<file path="src/common/vread_defines.svh">
`ifndef VREAD_DEFINES_SVH
`define VREAD_DEFINES_SVH

// data and external memory words
`define VREAD_DATA_W 32
`define VREAD_AXI_ADDR_W 32

// buffer word address, top bit selects the bank
`define VREAD_ADDR_W 10
`define VREAD_IDX_W (`VREAD_ADDR_W - 1)
`define VREAD_BANK_DEPTH (1 << `VREAD_IDX_W)

// loop and burst fields
`define VREAD_PERIOD_W 8
`define VREAD_DELAY_W 7
`define VREAD_LEN_W 16

`endif

</file>
<file path="src/common/vread_bus_pkg.sv">
`include "vread_defines.svh"

package vread_bus_pkg;

   // databus request, valid and ready travel apart
   typedef struct packed {
      logic [`VREAD_AXI_ADDR_W-1:0] addr;
      logic [`VREAD_LEN_W-1:0]      len;
   } databus_req_t;

   // buffer write port, bank added by the buffer
   typedef struct packed {
      logic                     en;
      logic [`VREAD_IDX_W-1:0]  index;
      logic [`VREAD_DATA_W-1:0] data;
   } buf_wr_t;

   typedef struct packed {
      logic                    en;
      logic [`VREAD_IDX_W-1:0] index;
   } buf_rd_t;

   typedef enum logic [1:0] {
      F_IDLE,
      F_REQ,
      F_DATA
   } fetch_state_e;

   typedef enum logic [1:0] {
      G_IDLE,
      G_DELAY,
      G_RUN
   } gen_state_e;

endpackage

</file>
<file path="src/common/vread_cfg_pkg.sv">
`include "vread_defines.svh"

package vread_cfg_pkg;

   // burst source, sampled at run
   typedef struct packed {
      logic [`VREAD_AXI_ADDR_W-1:0] ext_addr;
      // zero means no fetch
      logic [`VREAD_LEN_W-1:0]      length;
   } fetch_cfg_t;

   // two-level read pattern
   typedef struct packed {
      logic [`VREAD_ADDR_W-1:0]   start;
      logic [`VREAD_PERIOD_W-1:0] per;
      logic [`VREAD_PERIOD_W-1:0] duty;
      logic [`VREAD_ADDR_W-1:0]   incr;
      // outer passes
      logic [`VREAD_ADDR_W-1:0]   iter;
      // added at the end of each outer pass
      logic [`VREAD_ADDR_W-1:0]   shift;
      logic [`VREAD_DELAY_W-1:0]  delay;
   } gen_cfg_t;

endpackage

</file>
<file path="src/logic/stride_addr_gen.sv">
`timescale 1ns/1ps
`include "vread_defines.svh"

module stride_addr_gen (
   input  logic                   clk,
   input  logic                   rst,
   input  logic                   run_i,
   input  vread_cfg_pkg::gen_cfg_t cfg_i,
   output vread_bus_pkg::buf_rd_t rd_o,
   output logic                   done_o
);

   vread_bus_pkg::gen_state_e  state_q;
   vread_cfg_pkg::gen_cfg_t    cfg_q;
   logic [`VREAD_ADDR_W-1:0]   addr_q;
   logic [`VREAD_PERIOD_W-1:0] in_cnt_q;
   logic [`VREAD_ADDR_W-1:0]   out_cnt_q;
   logic [`VREAD_DELAY_W-1:0]  delay_q;
   logic                       done_q;
   logic                       last_in;
   logic                       last_out;

   assign last_in  = (in_cnt_q == cfg_q.per - 1'b1);
   assign last_out = (out_cnt_q == cfg_q.iter - 1'b1);

   always_ff @(posedge clk) begin
      if (run_i) begin
         cfg_q <= cfg_i;
      end
   end

   always_ff @(posedge clk or posedge rst) begin
      if (rst) begin
         state_q   <= vread_bus_pkg::G_IDLE;
         addr_q    <= '0;
         in_cnt_q  <= '0;
         out_cnt_q <= '0;
         delay_q   <= '0;
         done_q    <= 1'b1;
      end else if (run_i) begin
         addr_q    <= cfg_i.start;
         in_cnt_q  <= '0;
         out_cnt_q <= '0;
         delay_q   <= cfg_i.delay;
         done_q    <= 1'b0;
         // nothing to step so finish right away
         if (cfg_i.iter == '0 || cfg_i.per == '0) begin
            state_q <= vread_bus_pkg::G_IDLE;
         end else if (cfg_i.delay == '0) begin
            state_q <= vread_bus_pkg::G_RUN;
         end else begin
            state_q <= vread_bus_pkg::G_DELAY;
         end
      end else begin
         case (state_q)
            vread_bus_pkg::G_IDLE: begin
               done_q <= 1'b1;
            end
            vread_bus_pkg::G_DELAY: begin
               delay_q <= delay_q - 1'b1;
               if (delay_q == 1) begin
                  state_q <= vread_bus_pkg::G_RUN;
               end
            end
            vread_bus_pkg::G_RUN: begin
               if (last_in) begin
                  in_cnt_q <= '0;
                  addr_q   <= addr_q + cfg_q.incr + cfg_q.shift;
                  if (last_out) begin
                     state_q <= vread_bus_pkg::G_IDLE;
                     done_q  <= 1'b1;
                  end else begin
                     out_cnt_q <= out_cnt_q + 1'b1;
                  end
               end else begin
                  in_cnt_q <= in_cnt_q + 1'b1;
                  addr_q   <= addr_q + cfg_q.incr;
               end
            end
            default: state_q <= vread_bus_pkg::G_IDLE;
         endcase
      end
   end

   // reads only on duty steps
   assign rd_o.en    = (state_q == vread_bus_pkg::G_RUN) && (in_cnt_q < cfg_q.duty);
   assign rd_o.index = addr_q[`VREAD_IDX_W-1:0];
   assign done_o     = done_q;

   // reads only while busy and once the start delay has run out
   a_read_in_run: assert property (@(posedge clk) disable iff (rst)
      rd_o.en |-> !done_q && delay_q == '0);

endmodule

</file>
<file path="config.mk">
export PLATFORM = sky130hd
export DESIGN_NAME = stride_addr_gen
export DESIGN_NICKNAME = d
export VERILOG_FILES = /design/src/common/vread_bus_pkg.sv /design/src/common/vread_cfg_pkg.sv /design/src/logic/stride_addr_gen.sv
export VERILOG_INCLUDE_DIRS = /design/src /design/src/common
export SDC_FILE = /design/constraint.sdc
export NUM_CORES = 1
export LEC_CHECK = 0
export ABC_AREA = 1
export ABC_CLOCK_PERIOD_IN_PS = 3300
export BUFFER_PORTS_ARGS = -buffer_cell sky130_fd_sc_hd__buf_2
export CAP_MARGIN = 0
export CORE_MARGIN = 10
export CORE_UTILIZATION = 55
export CTS_CLUSTER_DIAMETER = 120
export DETAILED_ROUTE_END_ITERATION = 8
export PLACE_DENSITY_LB_ADDON = 0.05
export SETUP_SLACK_MARGIN = 0.05
export SYNTH_ARGS = -nofsm -noshare
export SYNTH_HDL_FRONTEND = slang
export SYNTH_SLANG_ARGS = --single-unit
</file>
<file path="constraint.sdc">
create_clock -name clk -period 3.3 [get_ports clk]
set_input_delay 0.33 -clock clk [delete_from_list [all_inputs] [get_ports clk]]
set_output_delay 0.33 -clock clk [all_outputs]
set_load 0.02 [all_outputs]
</file>
==> metrics.cfg <==
[run_status]
status = finished clean

[drt]
wl_per_cell_um = 14.1
wl_met3_um = 481
met1Wirelength_um = 5260
drcViolationCount = 0
vias = 4470
wl_um = 12200
ant_nets = 0
drt_iter0_drc = 273
drt_pass1_iterations = 5
viasPerCell = 5.19
wl_met2_um = 6210
routed.top_layer = met4

[grt]
antenna_found_initial = 0
global_route.overflow_total = 0
grt_pass1_vias = 4482
grt_pass1_wl_um = 20700
grt_max_degree = 38
grt_usage = 0.178

[sta]
hold_viol = 0
min_period_over_period = 0.868
final-max-slew-violation-count = 0
finalSetupViolations = 0
fmax_mhz = 349
slew-limit-headroom = 0.590
fin_setup_tns_ns = 0
rsz0062_at_grt = no
skew_ns = 0.0123
layout_min_cycle_time_ns = 2.86
worst_pin_slew_ns = 0.615

[setup_path]
cp.required_ns = 3.56
start_kind = flip-flop
r2r_cells = 18
crit_path_frequent_cell = nand2_1
path_depth = 18
endpoint_kind = flip-flop
crit_type = reg2reg
path_cells = ha_1, nand3_1, nand3_1, nand2_1, nand2_1, nand2_1, nand2_1, xnor2_1, inv_1, ha_1, nand2_1, a21oi_1, a211oi_1, nand3_1, nand3_1, nand3_1, nand2_1, nand2_1
cp_slowest_cell = dfrtp_1
slowest_delay_ns = 0.41
crit_buf_inv = 1
cp.arrival_ns = 3.12
crit_fanout = 5
crit_family = simple AND/OR/NAND/NOR gates

[synth]
syn_nets = 750
syn_area_um2 = 5290
ys_seq_area_frac = 0.425
ys.flop_type = edfxtp_1
ys_seq_elements = 81
synth_async_sr_flop_share = 0.457
avgSynthCellArea_um2 = 8.10
synth_edf_count = 44
ys_types = 44
synth_warnings = 0
postSynthCellCount = 653

[cells_and_area]
diodes = 0
regArea_um2 = 2250
final_core_util = 0.646
nets = 825
drive_gt1_frac = 0.161
fillers = 834
multi_input_area_um2 = 2710
syn2layout_area_growth_pct = 13.4

[power_and_ir_drop]
pwr-share-clk = 0.252
share_seq_of_total_power = 0.393
power_frac_comb = 0.355
p_int_uw = 2040
ir_drop_mv = 0.381
p_sw_frac = 0.360
cellPowerDensity_nw_per_um2 = 532
leakage_uw = 0.00293
p_switching_uw = 1150

[placement]
gp_congestion = 0.868
dpl.hpwl_um = 9430
port_buffers = 73

[die]
dieWidth_um = 118
core_um2 = 9280
chipHeight_um = 118
die_area_um2 = 13900
rows = 35
start_util = 0.570
boundaryPins = 77

[cts]
h-tree-depth = 3
cts_tree = built
cts-resized-gates = 0
clockBufferDepth = 2
clkSinkCount = 81
cts_buffers = 9
cts_setup_buffers = 0
cts_hold_buf = 0
worstSkewPairLatency_ns = 0.36
ctsRootBufferMaster = clkbuf_8
clk_transition_reported_paths_ns = 0.09

[job]
cap_viol_max_count = 0

[hold_path]
hold_path_class = in2async

cells in the mapped netlist (5+ instances only):
| library cell | number | area [µm²] |
|---|---|---|
| a21oi_1 | 9 | 45.0 |
| nand4_1 | 16 | 100 |
| nand2_1 | 192 | 721 |
| edfxtp_1 | 44 | 1320 |
| inv_1 | 66 | 248 |
| xnor2_1 | 14 | 123 |
| xor2_1 | 29 | 254 |
| nor2_2 | 5 | 31.3 |
| nand3_1 | 53 | 265 |
| dfrtp_1 | 36 | 901 |
| clkbuf_1 | 8 | 30.0 |
| o21ai_0 | 16 | 80.1 |
| nor2_1 | 73 | 274 |
| ha_1 | 29 | 363 |
state kept, by name, summed over array words and instances (netlist names):
name	cells
out_cnt_q	10
cfg_q	44
in_cnt_q	8
delay_q	7
done_o	1
state_q	2
addr_q	9
layout by cell type, fill, tap and decap left out, types with 3 or more instances in the layout:
cell,n
buf_2,73
edfxtp_1,44
dfrtp_1,36
nor2_1,73
xnor2_1,14
nand2_1,192
nand3b_1,4
clkbuf_8,9
nor2_2,5
a21o_1,4
buf_4,4
o211ai_1,4
nor4_1,3
xor2_1,29
nand4_1,16
inv_1,66
o22ai_1,3
ha_1,29
o21ai_0,16
inv_2,4
a31oi_1,3
nand3_2,3
nor2_4,3
nand3_1,53
a21oi_1,9
nor3_1,4
worst reg2reg max path, delay by kind of cell (launching register included):
| kind | cells | cell delay (ns) |
|---|---|---|
| and+or+nand+nor | 12 | 1.01 |
| AOI/OAI and AO/OA | 2 | 0.30 |
| adders and majority gates | 2 | 0.72 |
| xor gates and xnor gates | 1 | 0.24 |
| buffers and inverters | 1 | 0.08 |
| DFF | 1 | 0.41 |
area by class of cell:
type	instances	area share
clock buffer	11	0.0219
clock inverter	5	0.0136
inverter	72	0.0450
multi-input combinational	487	0.452
sequential	81	0.375
tap	129	0.0269
timing repair buffer	77	0.0659
path summary, 6_finish.rpt:
path | from | endpoint | slack [ns]
worst max-delay path | addr_q[2]$_DFFE_PP0P_ | addr_q[7]$_DFFE_PP0P_ | 0.44
worst min-delay path | rst | addr_q[3]$_DFFE_PP0P_ | 0.07
worst max register to register | addr_q[2]$_DFFE_PP0P_ | addr_q[7]$_DFFE_PP0P_ | 0.44
worst min register to register | done_o$_DFFE_PP1P_ | done_o$_DFFE_PP1P_ | 0.48
max in group asynchronous | rst | done_o$_DFFE_PP1P_ | 2.87
min in group clk | cfg_i[37] | cfg_q[37]$_DFFE_PP_ | 0.14
kinds of logic after synthesis:
family	Yosys count	share of synthesized area
DFF	81	0.425
adders and majority gates	31	0.0761
buffers and inverters	85	0.0627
AOI/OAI and AO/OA	47	0.0549
xor gates and xnor gates	43	0.0712
and+or+nand+nor	366	0.310
power groups by stage:
stage               combinational (µW)  clock (µW)  sequential [µW]
finish                            1130         803             1260
global placement                  1080           0             1280
floorplan                          822           0             1290
detailed placement                1110           0             1280
global route                      1290         864             1270
CTS                               1130         816             1260
routing by layer:
layer / vias up / global-route usage
li1: 2280 / -
met1: 2079 / 0.214
met2: 95 / 0.308
met3: 16 / 0.0317
met4: 0 / 0.0665
met5: - / 0
stage by stage:
stage,hold slack [ns],worst slack [ns],cell area [µm²],total power [µW],std cells
final,0.0715,0.435,6000,3190,862
after global routing,0.113,0.199,6000,3430,862
after CTS,0.0911,0.488,6000,3200,862
after detailed placement,0.471,0.496,5790,2390,846
after global placement,0.468,0.553,5790,2360,846
after floorplan,0.429,0.615,5290,2120,653
Note: power is estimated with default switching activity, not from simulation.
