File: config.mk
export PLATFORM = sky130hd
export DESIGN_NAME = burst_fetcher
export DESIGN_NICKNAME = d
export VERILOG_FILES = /design/src/common/vread_bus_pkg.sv /design/src/common/vread_cfg_pkg.sv /design/src/logic/burst_fetcher.sv
export VERILOG_INCLUDE_DIRS = /design/src /design/src/common
export SDC_FILE = /design/constraint.sdc
export NUM_CORES = 1
export LEC_CHECK = 0
export BUFFER_PORTS_ARGS = -buffer_cell sky130_fd_sc_hd__buf_2
export CELL_PAD_IN_SITES_DETAIL_PLACEMENT = 1
export CELL_PAD_IN_SITES_GLOBAL_PLACEMENT = 1
export CORE_ASPECT_RATIO = 0.9
export CORE_MARGIN = 3
export CORE_UTILIZATION = 29
export DETAILED_ROUTE_END_ITERATION = 7
export PLACE_DENSITY = 0.77
export REMOVE_ABC_BUFFERS = 1
export SYNTH_ARGS = -nofsm -noshare
export SYNTH_HDL_FRONTEND = slang
export SYNTH_SLANG_ARGS = --single-unit
File: constraint.sdc
create_clock -name clk -period 1.9 [get_ports clk]
set_clock_uncertainty 0.05 [all_clocks]
set_input_delay 0 -clock clk [delete_from_list [all_inputs] [get_ports clk]]
set_output_delay 0 -clock clk [all_outputs]
set_load 0.01 [all_outputs]
File: src/common/vread_defines.svh
`ifndef VREAD_DEFINES_SVH
`define VREAD_DEFINES_SVH

// data and external memory words
`define VREAD_DATA_W 32
`define VREAD_AXI_ADDR_W 32

// buffer word address, top bit selects the bank
`define VREAD_ADDR_W 10
`define VREAD_IDX_W (`VREAD_ADDR_W - 1)
`define VREAD_BANK_DEPTH (1 << `VREAD_IDX_W)

// loop and burst fields
`define VREAD_PERIOD_W 8
`define VREAD_DELAY_W 7
`define VREAD_LEN_W 16

`endif

File: src/common/vread_bus_pkg.sv
`include "vread_defines.svh"

package vread_bus_pkg;

   // databus request, valid and ready travel apart
   typedef struct packed {
      logic [`VREAD_AXI_ADDR_W-1:0] addr;
      logic [`VREAD_LEN_W-1:0]      len;
   } databus_req_t;

   // buffer write port, bank added by the buffer
   typedef struct packed {
      logic                     en;
      logic [`VREAD_IDX_W-1:0]  index;
      logic [`VREAD_DATA_W-1:0] data;
   } buf_wr_t;

   typedef struct packed {
      logic                    en;
      logic [`VREAD_IDX_W-1:0] index;
   } buf_rd_t;

   typedef enum logic [1:0] {
      F_IDLE,
      F_REQ,
      F_DATA
   } fetch_state_e;

   typedef enum logic [1:0] {
      G_IDLE,
      G_DELAY,
      G_RUN
   } gen_state_e;

endpackage

File: src/common/vread_cfg_pkg.sv
`include "vread_defines.svh"

package vread_cfg_pkg;

   // burst source, sampled at run
   typedef struct packed {
      logic [`VREAD_AXI_ADDR_W-1:0] ext_addr;
      // zero means no fetch
      logic [`VREAD_LEN_W-1:0]      length;
   } fetch_cfg_t;

   // two-level read pattern
   typedef struct packed {
      logic [`VREAD_ADDR_W-1:0]   start;
      logic [`VREAD_PERIOD_W-1:0] per;
      logic [`VREAD_PERIOD_W-1:0] duty;
      logic [`VREAD_ADDR_W-1:0]   incr;
      // outer passes
      logic [`VREAD_ADDR_W-1:0]   iter;
      // added at the end of each outer pass
      logic [`VREAD_ADDR_W-1:0]   shift;
      logic [`VREAD_DELAY_W-1:0]  delay;
   } gen_cfg_t;

endpackage

File: src/logic/burst_fetcher.sv
`timescale 1ns/1ps
`include "vread_defines.svh"

module burst_fetcher (
   input  logic                        clk,
   input  logic                        rst,
   input  logic                        run_i,
   input  vread_cfg_pkg::fetch_cfg_t   cfg_i,
   output logic                        databus_valid_o,
   output vread_bus_pkg::databus_req_t databus_req_o,
   input  logic                        databus_ready_i,
   input  logic [`VREAD_DATA_W-1:0]    databus_rdata_i,
   input  logic                        databus_beat_i,
   input  logic                        databus_last_i,
   output vread_bus_pkg::buf_wr_t      wr_o,
   output logic                        done_o
);

   vread_bus_pkg::fetch_state_e state_q;
   vread_bus_pkg::databus_req_t req_q;
   logic [`VREAD_LEN_W-1:0]     beat_cnt_q;
   logic                        done_q;

   always_ff @(posedge clk or posedge rst) begin
      if (rst) begin
         state_q    <= vread_bus_pkg::F_IDLE;
         beat_cnt_q <= '0;
         done_q     <= 1'b1;
      end else if (run_i) begin
         beat_cnt_q <= '0;
         done_q     <= 1'b0;
         // empty burst finishes on the next cycle
         state_q    <= (cfg_i.length == '0) ? vread_bus_pkg::F_IDLE : vread_bus_pkg::F_REQ;
      end else begin
         case (state_q)
            vread_bus_pkg::F_IDLE: begin
               done_q <= 1'b1;
            end
            vread_bus_pkg::F_REQ: begin
               if (databus_ready_i) begin
                  state_q <= vread_bus_pkg::F_DATA;
               end
            end
            vread_bus_pkg::F_DATA: begin
               if (databus_beat_i) begin
                  beat_cnt_q <= beat_cnt_q + 1'b1;
                  if (databus_last_i) begin
                     state_q <= vread_bus_pkg::F_IDLE;
                     done_q  <= 1'b1;
                  end
               end
            end
            default: state_q <= vread_bus_pkg::F_IDLE;
         endcase
      end
   end

   always_ff @(posedge clk) begin
      if (run_i) begin
         req_q.addr <= cfg_i.ext_addr;
         req_q.len  <= cfg_i.length;
      end
   end

   assign databus_valid_o = (state_q == vread_bus_pkg::F_REQ);
   assign databus_req_o   = req_q;

   // beats land straight in the buffer
   assign wr_o.en    = (state_q == vread_bus_pkg::F_DATA) && databus_beat_i;
   assign wr_o.index = beat_cnt_q[`VREAD_IDX_W-1:0];
   assign wr_o.data  = databus_rdata_i;
   assign done_o     = done_q;

   // a beat outside the data phase would be lost
   a_no_idle_write: assert property (@(posedge clk) disable iff (rst)
      databus_beat_i |-> state_q == vread_bus_pkg::F_DATA);

   a_index_in_bank: assert property (@(posedge clk) disable iff (rst)
      wr_o.en |-> beat_cnt_q < `VREAD_BANK_DEPTH);

   a_req_stable: assert property (@(posedge clk) disable iff (rst)
      databus_valid_o && !databus_ready_i && !run_i
      |=> databus_valid_o && $stable(databus_req_o));

endmodule

==> results.toml, run 1 <==
[floorplan]
boundaryPins = 178
die_h_um = 91.0
coreArea_sq_um = 7660
start_util_pct = 30.4
die-area_sq_um = 9130
rows = 30
fp.dieW_um = 100

[timing]
hold_violations = 0
max_freq_mhz = 606
drv_slew = 0
finalCriticalPeriod_ns = 1.65
fin_crit_sh_pct = 86.8
rsz0062_at_grt = "false"
fin_tns_setup_ns = 0
slew_headroom_pct = 66.9
setup_violations = 0
tightest_slew_ns = 0.496

[synthesis]
synth_area_sq_um = 2330
synth_edf_count = 48
yosys_register_bits = 60
synth_compound_area_share_pct = 4.25
synth_top_family_by_area = "buffers and inverters"
yosys.area.top_type_share_pct = 62.0
syn_inst = 145
yosysWarnings = 0
synth_mux_area_share_pct = 0.430
ys_seq_area_share_pct = 74.9
ys_types = 28
syn_area_per_cell_sq_um = 16.0
synth_ff_type = "edfxtp_1"
async_flop_share_pct = 20.0
synthXorXnorAreaFrac_pct = 0.753
synth_adder_area_share_pct = 0.538
synth_top_area_cell = "edfxtp_1"
synthTopCellsByArea = "edfxtp_1 (62%), dfrtp_1 (12%), buf_4 (10%), a21oi_1 (1.7%), o31ai_1 (1.3%)"
yosys.area_share.simple_pct = 7.80

[clocking]
cts-root-buf = "clkbuf_8"
htreeDepth = 3
clock_sinks = 60
cts-buffers-inserted = 9
clk_path_buf_depth = 2
clk_latency_ns = 0.33
path_clk_slew_ns = 0.07
tritoncts = "yes"

[cells_and_area]
nNetsFinal = 407
drive_above_1_share_pct = 41.8
fin_area_sq_um = 3800
post-route-util_pct = 49.7
num-fill-cells = 798
syn2layout_area_growth_pct = 63.5

[global_route]
first_global_vias = 2102
grt_pass1_wl_um = 12700
grt_max_degree = 33
antenna_found_initial = 3
gr-total-overflow = 0
track_usage_pct = 19.2

[worst_setup_path]
cp-start-kind = "register"
crit_type = "reg2reg"
critPathMaxFanout = 12
crit_chain = "nand4b_2 > or4_1 > a21oi_1"
max_stage_delay_ns = 0.57
slowest_stage = "or4_1"
worstPathBufferInverterCount = 0
end_kind = "register"
critPathTopFamily = "simple AND/OR/NAND/NOR gates"
worstPathRequired_ns = 2.11
cp.arrival_ns = 1.86

[drt]
first_pass_iters = 4
ant_nets = 0
via_per_inst = 4.48
met3_length_um = 655
drt_iter0_markers = 47
drc = 0
routed-wl-met2_um = 4470
post_drt_wl_per_cell_um = 21.1
top_layer = "met4"
wl_um = 8940
via_count = 1901
m1WireLength_um = 3660

[pwr]
power_w = 0.00309
vdd_drop_max_v = 0.000444
p_leak_nw = 1.63
cellPowerDensity_nw_per_um2 = 813

[place]
hpwlAfterDp_um = 5170
io_buffer_count = 113
place_area_sq_um = 2770
gp_congestion = 0.710

[worst_hold_path]
hold_path.class = "in2reg"

[flow_run]
max-cap-violations = 0

[status]
outcome = "finished, final reports clean"
stage by stage:
step	worst slack [ns]	hold slack [ns]	instances
final	0.250	0.0421	424
after global routing	0.150	0.0722	424
after CTS	0.245	0.0297	421
after detailed placement	0.258	-0.0499	322
after global placement	0.344	-0.0499	322
after floorplan	0.431	-0.186	111
power breakdown:
part	leakage [nW]	switching (W)	internal [W]	total [W]
Combinational	0.918	0.000204	0.000223	0.000427
Clock	0.0845	0.000513	0.000603	0.00112
Sequential	0.630	0.0000280	0.00152	0.00155
Total	1.63	0.000745	0.00235	0.00309
final cells by class:
class                      instances  area (sq um)  share of cell area (%)
tap                               96           120                    3.16
clock buffer                      10           128                    3.36
sequential                        60          1740                    45.8
antenna                            3          7.51                   0.197
clock inverter                     6          65.1                    1.71
multi-input combinational         49           320                    8.42
timing repair buffer             198          1410                    37.1
inverter                           2          7.51                   0.197
Yosys cell counts (2+ instances only):
cell type   n
buf_4      32
nand4_1     2
nor2_1      3
nor4_1      3
or4_1       4
dfrtp_1    11
or3_2       2
xor2_1      2
o21ai_0     2
nand3b_1    3
inv_1       2
nand2_1     6
edfxtp_1   48
a21oi_1     8
o31ai_1     4
what timing repair did:
action | 4_1_cts | 5_1_grt
hold endpoints to repair | 94 | 0
hold buffers | 83 | 0
resized for setup | 0 | 0
buffers inserted | 0 | 0
worst min-delay path, cell delays in order:
cell      delay (ns)
buf_2           0.13
nand4b_1        0.11
xor2_1          0.06
nor2_1          0.08
final timing paths:
path	startpoint	to	slack, ns	cells after the start
setup / recovery	state_q[0]	beat_cnt_q[8]	0.25	3
hold / removal	databus_beat_i	beat_cnt_q[2]	0.04	4
setup reg to reg	state_q[0]	beat_cnt_q[8]	0.25	3
hold reg to reg	done_o	done_o	0.51	1
max in group asynchronous	rst	done_o	1.27	3
min in group asynchronous	rst	beat_cnt_q[2]	0.18	3
metal layers:
metal  GRT usage [%]  up-vias
met2            31.9      104
met3            7.30       14
li1                -      861
met4            8.42        0
met1            21.8      922
met5               0        -
state kept, by name (all words and copies together), names as in the netlist:
register	flops
databus_req_o	48
state_q	2
beat_cnt_q	9
done_o	1
placed cells by master (no fill, tap or decap):
cell type,netlist,routed
buf_2,0,113
dlygate4sd3_1,0,83
bufinv_16,0,1
dfrtp_1,11,11
o22a_1,1,1
clkbuf_8,0,9
o21ai_0,2,2
diode_2,0,3
nor3_1,1,1
buf_4,32,2
nor4_1,3,3
nand3_1,1,1
nand2_1,6,6
dfstp_2,1,1
a21oi_1,8,8
mux2i_1,1,1
o21ba_2,1,1
nand4b_2,1,1
clkinv_2,0,1
xor2_1,2,2
or4_1,4,4
ha_1,1,1
or3_2,2,2
nand4b_1,1,1
nor2_1,3,3
nor2b_1,1,1
o31ai_1,4,4
clkinvlp_4,0,4
nand3b_1,3,3
nand4_1,2,2
and2b_2,1,1
clkbuf_1,1,1
edfxtp_1,48,48
inv_1,2,2
logic make-up after synthesis:
kind of cell,Yosys count
XOR/XNOR,2
AND/OR/NAND/NOR,29
multiplexers,1
adder cells (fa/ha/maj),1
flip-flops,60
buffers and inverters,36
AO/OA/AOI/OAI,16
Note: power is estimated with default switching activity, not from simulation.
==> inputs of run 2 (changes only) <==
--- a/config.mk
+++ b/config.mk
@@ -14,6 +14,7 @@
 export CORE_UTILIZATION = 29
 export DETAILED_ROUTE_END_ITERATION = 7
 export PLACE_DENSITY = 0.77
+export RECOVER_POWER = 25
 export REMOVE_ABC_BUFFERS = 1
 export SYNTH_ARGS = -nofsm -noshare
 export SYNTH_HDL_FRONTEND = slang
==> constraint.sdc (replaced) <==
create_clock -name clk -period 1.8 [get_ports clk]
set_clock_uncertainty 0.05 [all_clocks]
set_input_delay 0 -clock clk [delete_from_list [all_inputs] [get_ports clk]]
set_output_delay 0 -clock clk [all_outputs]
set_load 0.01 [all_outputs]
==> results.toml, run 2 (synthesis results as in run 1) <==
[status]
outcome = "finished, final reports clean"

[pwr]
p_leak_nw = 1.62
cellPowerDensity_nw_per_um2 = 892
vdd_drop_max_v = 0.000429

[clocking]
ctsHoldBuffers = 84
cts-root-buf = "clkbuf_8"
post_cts_resized = 0
path_clk_slew_ns = 0.07
tritoncts = "yes"
clk_latency_ns = 0.33
clk_path_buf_depth = 2
post_cts_buffers = 0
clock_sinks = 60
htreeDepth = 3
cts-buffers-inserted = 9

[floorplan]
die_h_um = 91.0
start_util_pct = 30.4
boundaryPins = 178
rows = 30
die-area_sq_um = 9130
fp.dieW_um = 100
coreArea_sq_um = 7660

[place]
io_buffer_count = 113
hpwlAfterDp_um = 5230
dp_cells = 322
pre_cts_ws_ns = 0.176
gp_congestion = 0.712

[cells_and_area]
drive_above_1_share_pct = 37.7
layout_commonest_cell = "buf_2"
final_cell_mix = "buf_2 (100), dlygate4sd3_1 (84), edfxtp_1 (48), clkbuf_1 (14), dfrtp_1 (11)"
multiInputGateArea_sq_um = 320
nNetsFinal = 408
largest_register_ffs = 48
seqCellArea_sq_um = 1740
final_cells = 426
syn2layout_area_growth_pct = 64.3
num-fill-cells = 814

[drt]
drt_iter0_markers = 50
first_pass_iters = 4
drc = 0
wl_um = 8910
via_per_inst = 4.58
ant_nets = 0
via_count = 1952
post_drt_wl_per_cell_um = 20.9

[timing]
rsz0062_at_grt = "false"
whs_ns = 0.0369
setup_ws_ns = 0.161
fin_tns_setup_ns = 0
slew_headroom_pct = 69.3
max_freq_mhz = 610
hold_violations = 0
setup_violations = 0
finalCriticalPeriod_ns = 1.64
tightest_slew_ns = 0.459
fin_crit_sh_pct = 91.1
drv_slew = 0

[global_route]
grt_pass1_wl_um = 12900
antenna_found_initial = 4
track_usage_pct = 19.2
first_global_vias = 2151
grt_max_degree = 31
gr-total-overflow = 0

[worst_setup_path]
r2r_start = "state_q[0]"
cp-start-kind = "register"
critPathMaxFanout = 12
cp-startpoint = "state_q[0]"
end_kind = "register"
crit_type = "reg2reg"
cp.arrival_ns = 1.84
worstPathRequired_ns = 2.00

[flow_run]
max-cap-violations = 0

[worst_hold_path]
hold_path.class = "in2reg"
worstHoldStart = "databus_beat_i"
[run 2: path summary, 6_finish.rpt]
path	to	slack (ns)	depth (start not counted)
setup reg to reg	beat_cnt_q[8]	0.16	3
max in group asynchronous	done_o	1.20	3
min in group asynchronous	state_q[0]	0.16	3
setup / recovery	beat_cnt_q[8]	0.16	3
hold / removal	beat_cnt_q[2]	0.04	4
hold reg to reg	done_o	0.51	1
[run 2: layout make-up]
type	instances	share of cell area, %
timing repair buffer	199	36.8
clock inverter	6	2.32
tap	96	3.14
sequential	60	45.6
clock buffer	10	3.34
antenna	4	0.262
inverter	2	0.196
multi-input combinational	49	8.38
[run 2: worst max-delay path, cell delays in order, from the launching register on]
cell and delay, ns:
dfrtp_1 0.42, nand4b_2 0.36, or4_1 0.57, a21oi_1 0.16
[run 2: power breakdown]
group          internal [W]  total (W)  switching (W)
Combinational      0.000232   0.000449       0.000216
Clock              0.000779    0.00133       0.000546
Sequential          0.00160    0.00163      0.0000300
[run 2: routing by layer]
metal	share of wire [%]	vias to the layer above	GRT usage [%]
li1	-	869	-
met1	41	953	22.6
met2	49	112	31.1
met3	8.0	18	7.45
met4	2.3	0	7.86
met5	0	-	0
[run 2: stage by stage]
stage               power [W]  util, %  area (sq um)
finish                0.00341     49.9          3820
global route          0.00354     49.9          3820
CTS                   0.00343     50.0          3830
detailed placement    0.00192     36.2          2770
global placement      0.00191     36.2          2770
floorplan             0.00174        -          2070
==> inputs of run 3 (changes only) <==
--- a/config.mk
+++ b/config.mk
@@ -13,6 +13,7 @@
 export CORE_MARGIN = 3
 export CORE_UTILIZATION = 29
 export DETAILED_ROUTE_END_ITERATION = 7
+export HOLD_SLACK_MARGIN = 0.08
 export PLACE_DENSITY = 0.77
 export RECOVER_POWER = 25
 export REMOVE_ABC_BUFFERS = 1
==> results.toml, run 3 (synthesis results as in run 1) <==
[timing]
fin_crit_sh_pct = 91.5
slew_headroom_pct = 69.3
rsz0062_at_grt = "false"
max_freq_mhz = 607
setup_ws_ns = 0.153
setup_violations = 0
fin_tns_setup_ns = 0
tightest_slew_ns = 0.460
finalCriticalPeriod_ns = 1.65
drv_slew = 0
hold_violations = 0

[global_route]
grt_pass1_wl_um = 12900
grt_max_degree = 31
first_global_vias = 2186
gr-total-overflow = 0
antenna_found_initial = 4
track_usage_pct = 19.3

[place]
io_buffer_count = 113
dp_cells = 322
gp_congestion = 0.712
hpwlAfterDp_um = 5230
pre_cts_ws_ns = 0.176

[drt]
wl_um = 9010
ant_nets = 0
post_drt_wl_per_cell_um = 21.0
drt_iter0_markers = 47
via_count = 1946
drc = 0
via_per_inst = 4.54
first_pass_iters = 4

[cells_and_area]
drive_above_1_share_pct = 37.4
layout_commonest_cell = "buf_2"
final_cell_mix = "buf_2 (100), dlygate4sd3_1 (87), edfxtp_1 (48), clkbuf_1 (14), dfrtp_1 (11)"
largest_register_ffs = 48
final_cells = 429
post-route-util_pct = 50.3
syn2layout_area_growth_pct = 65.6
nNetsFinal = 411

[worst_setup_path]
critPathMaxFanout = 12
worstPathRequired_ns = 2.00
ff2ff_path_depth = 3
cp.arrival_ns = 1.85
crit_chain = "nand4b_2 > or4_1 > a21oi_1"
max_stage_delay_ns = 0.57
slowest_stage = "or4_1"
end_kind = "register"
crit_type = "reg2reg"
rr_endpoint = "beat_cnt_q[8]"
cp-start-kind = "register"
r2r_start = "state_q[0]"
r2r_slack_ns = 0.15

[clocking]
clk_path_buf_depth = 2
cts-root-buf = "clkbuf_8"
clk_latency_ns = 0.33
path_clk_slew_ns = 0.07
post_cts_buffers = 0
tritoncts = "yes"
clock_sinks = 60
cts-buffers-inserted = 9
htreeDepth = 3

[floorplan]
start_util_pct = 30.4
die_h_um = 91.0
fp.dieW_um = 100
boundaryPins = 178
die-area_sq_um = 9130
coreArea_sq_um = 7660
rows = 30

[pwr]
vdd_drop_max_v = 0.000428
cellPowerDensity_nw_per_um2 = 886
power_w = 0.00341
p_leak_nw = 1.63

[status]
outcome = "finished, final reports clean"

[flow_run]
max-cap-violations = 0

[worst_hold_path]
hold_path.class = "in2async"
-- run 3: cell types whose count changed in the layout (fill, tap and decap cells not counted) --
| cell | change |
|---|---|
| dlygate4sd3_1 | +3 |
-- run 3: power breakdown --
part	internal [W]	switching [W]
clock network	0.000780	0.000547
logic	0.000237	0.000217
registers	0.00160	0.0000298
-- run 3: cell type report --
cell class / instances / area (sq um)
clock inverters: 6 / 88.8
repair buffers: 202 / 1440
diodes: 4 / 10.0
well taps: 96 / 120
inverters: 2 / 7.51
fillers: 817 / 3800
clock buffers: 10 / 128
flip-flops and latches: 60 / 1740
multi-input cells: 49 / 320
-- run 3: repair_timing --
item                      in CTS  in global routing
resized for setup              0                  0
hold endpoints to repair      97                  0
hold buffers                  87                  0
-- run 3: metrics by stage --
| stage | hold WS (ns) | area [sq um] |
|---|---|---|
| floorplan | -0.186 | 2070 |
| global placement | -0.0499 | 2770 |
| detailed placement | -0.0499 | 2770 |
| CTS | 0.167 | 3860 |
| global route | 0.261 | 3850 |
| finish | 0.213 | 3850 |
-- run 3: per-layer routing --
| layer | part of all wire (%) | global-route usage (%) | up-vias | wire length, um |
|---|---|---|---|---|
| met4 | 2.1 | 7.86 | 0 | 189 |
| met5 | 0 | 0 | - | 0 |
| met2 | 50 | 31.5 | 105 | 4490 |
| met3 | 7.4 | 7.37 | 16 | 670 |
| met1 | 41 | 22.6 | 952 | 3660 |
| li1 | - | - | 873 | - |
-- run 3: worst max-delay path by stage --
stage / depth (start not counted) / slack (ns) / from / end
finish: 3 / 0.15 / state_q[0] / beat_cnt_q[8]
detailed placement: 3 / 0.18 / state_q[0] / beat_cnt_q[8]
global route: 3 / 0.02 / state_q[0] / beat_cnt_q[6]
global placement: 3 / 0.24 / state_q[0] / beat_cnt_q[6]
floorplan: 3 / 0.33 / state_q[0] / beat_cnt_q[6]
CTS: 3 / 0.15 / state_q[0] / beat_cnt_q[8]
-- run 3: worst max-delay path, delay by kind of cell, from the launching register on --
kind               cells  cell delay [ns]
AOI/OAI and AO/OA      1             0.16
and+or+nand+nor        2             0.93
DFF                    1             0.42
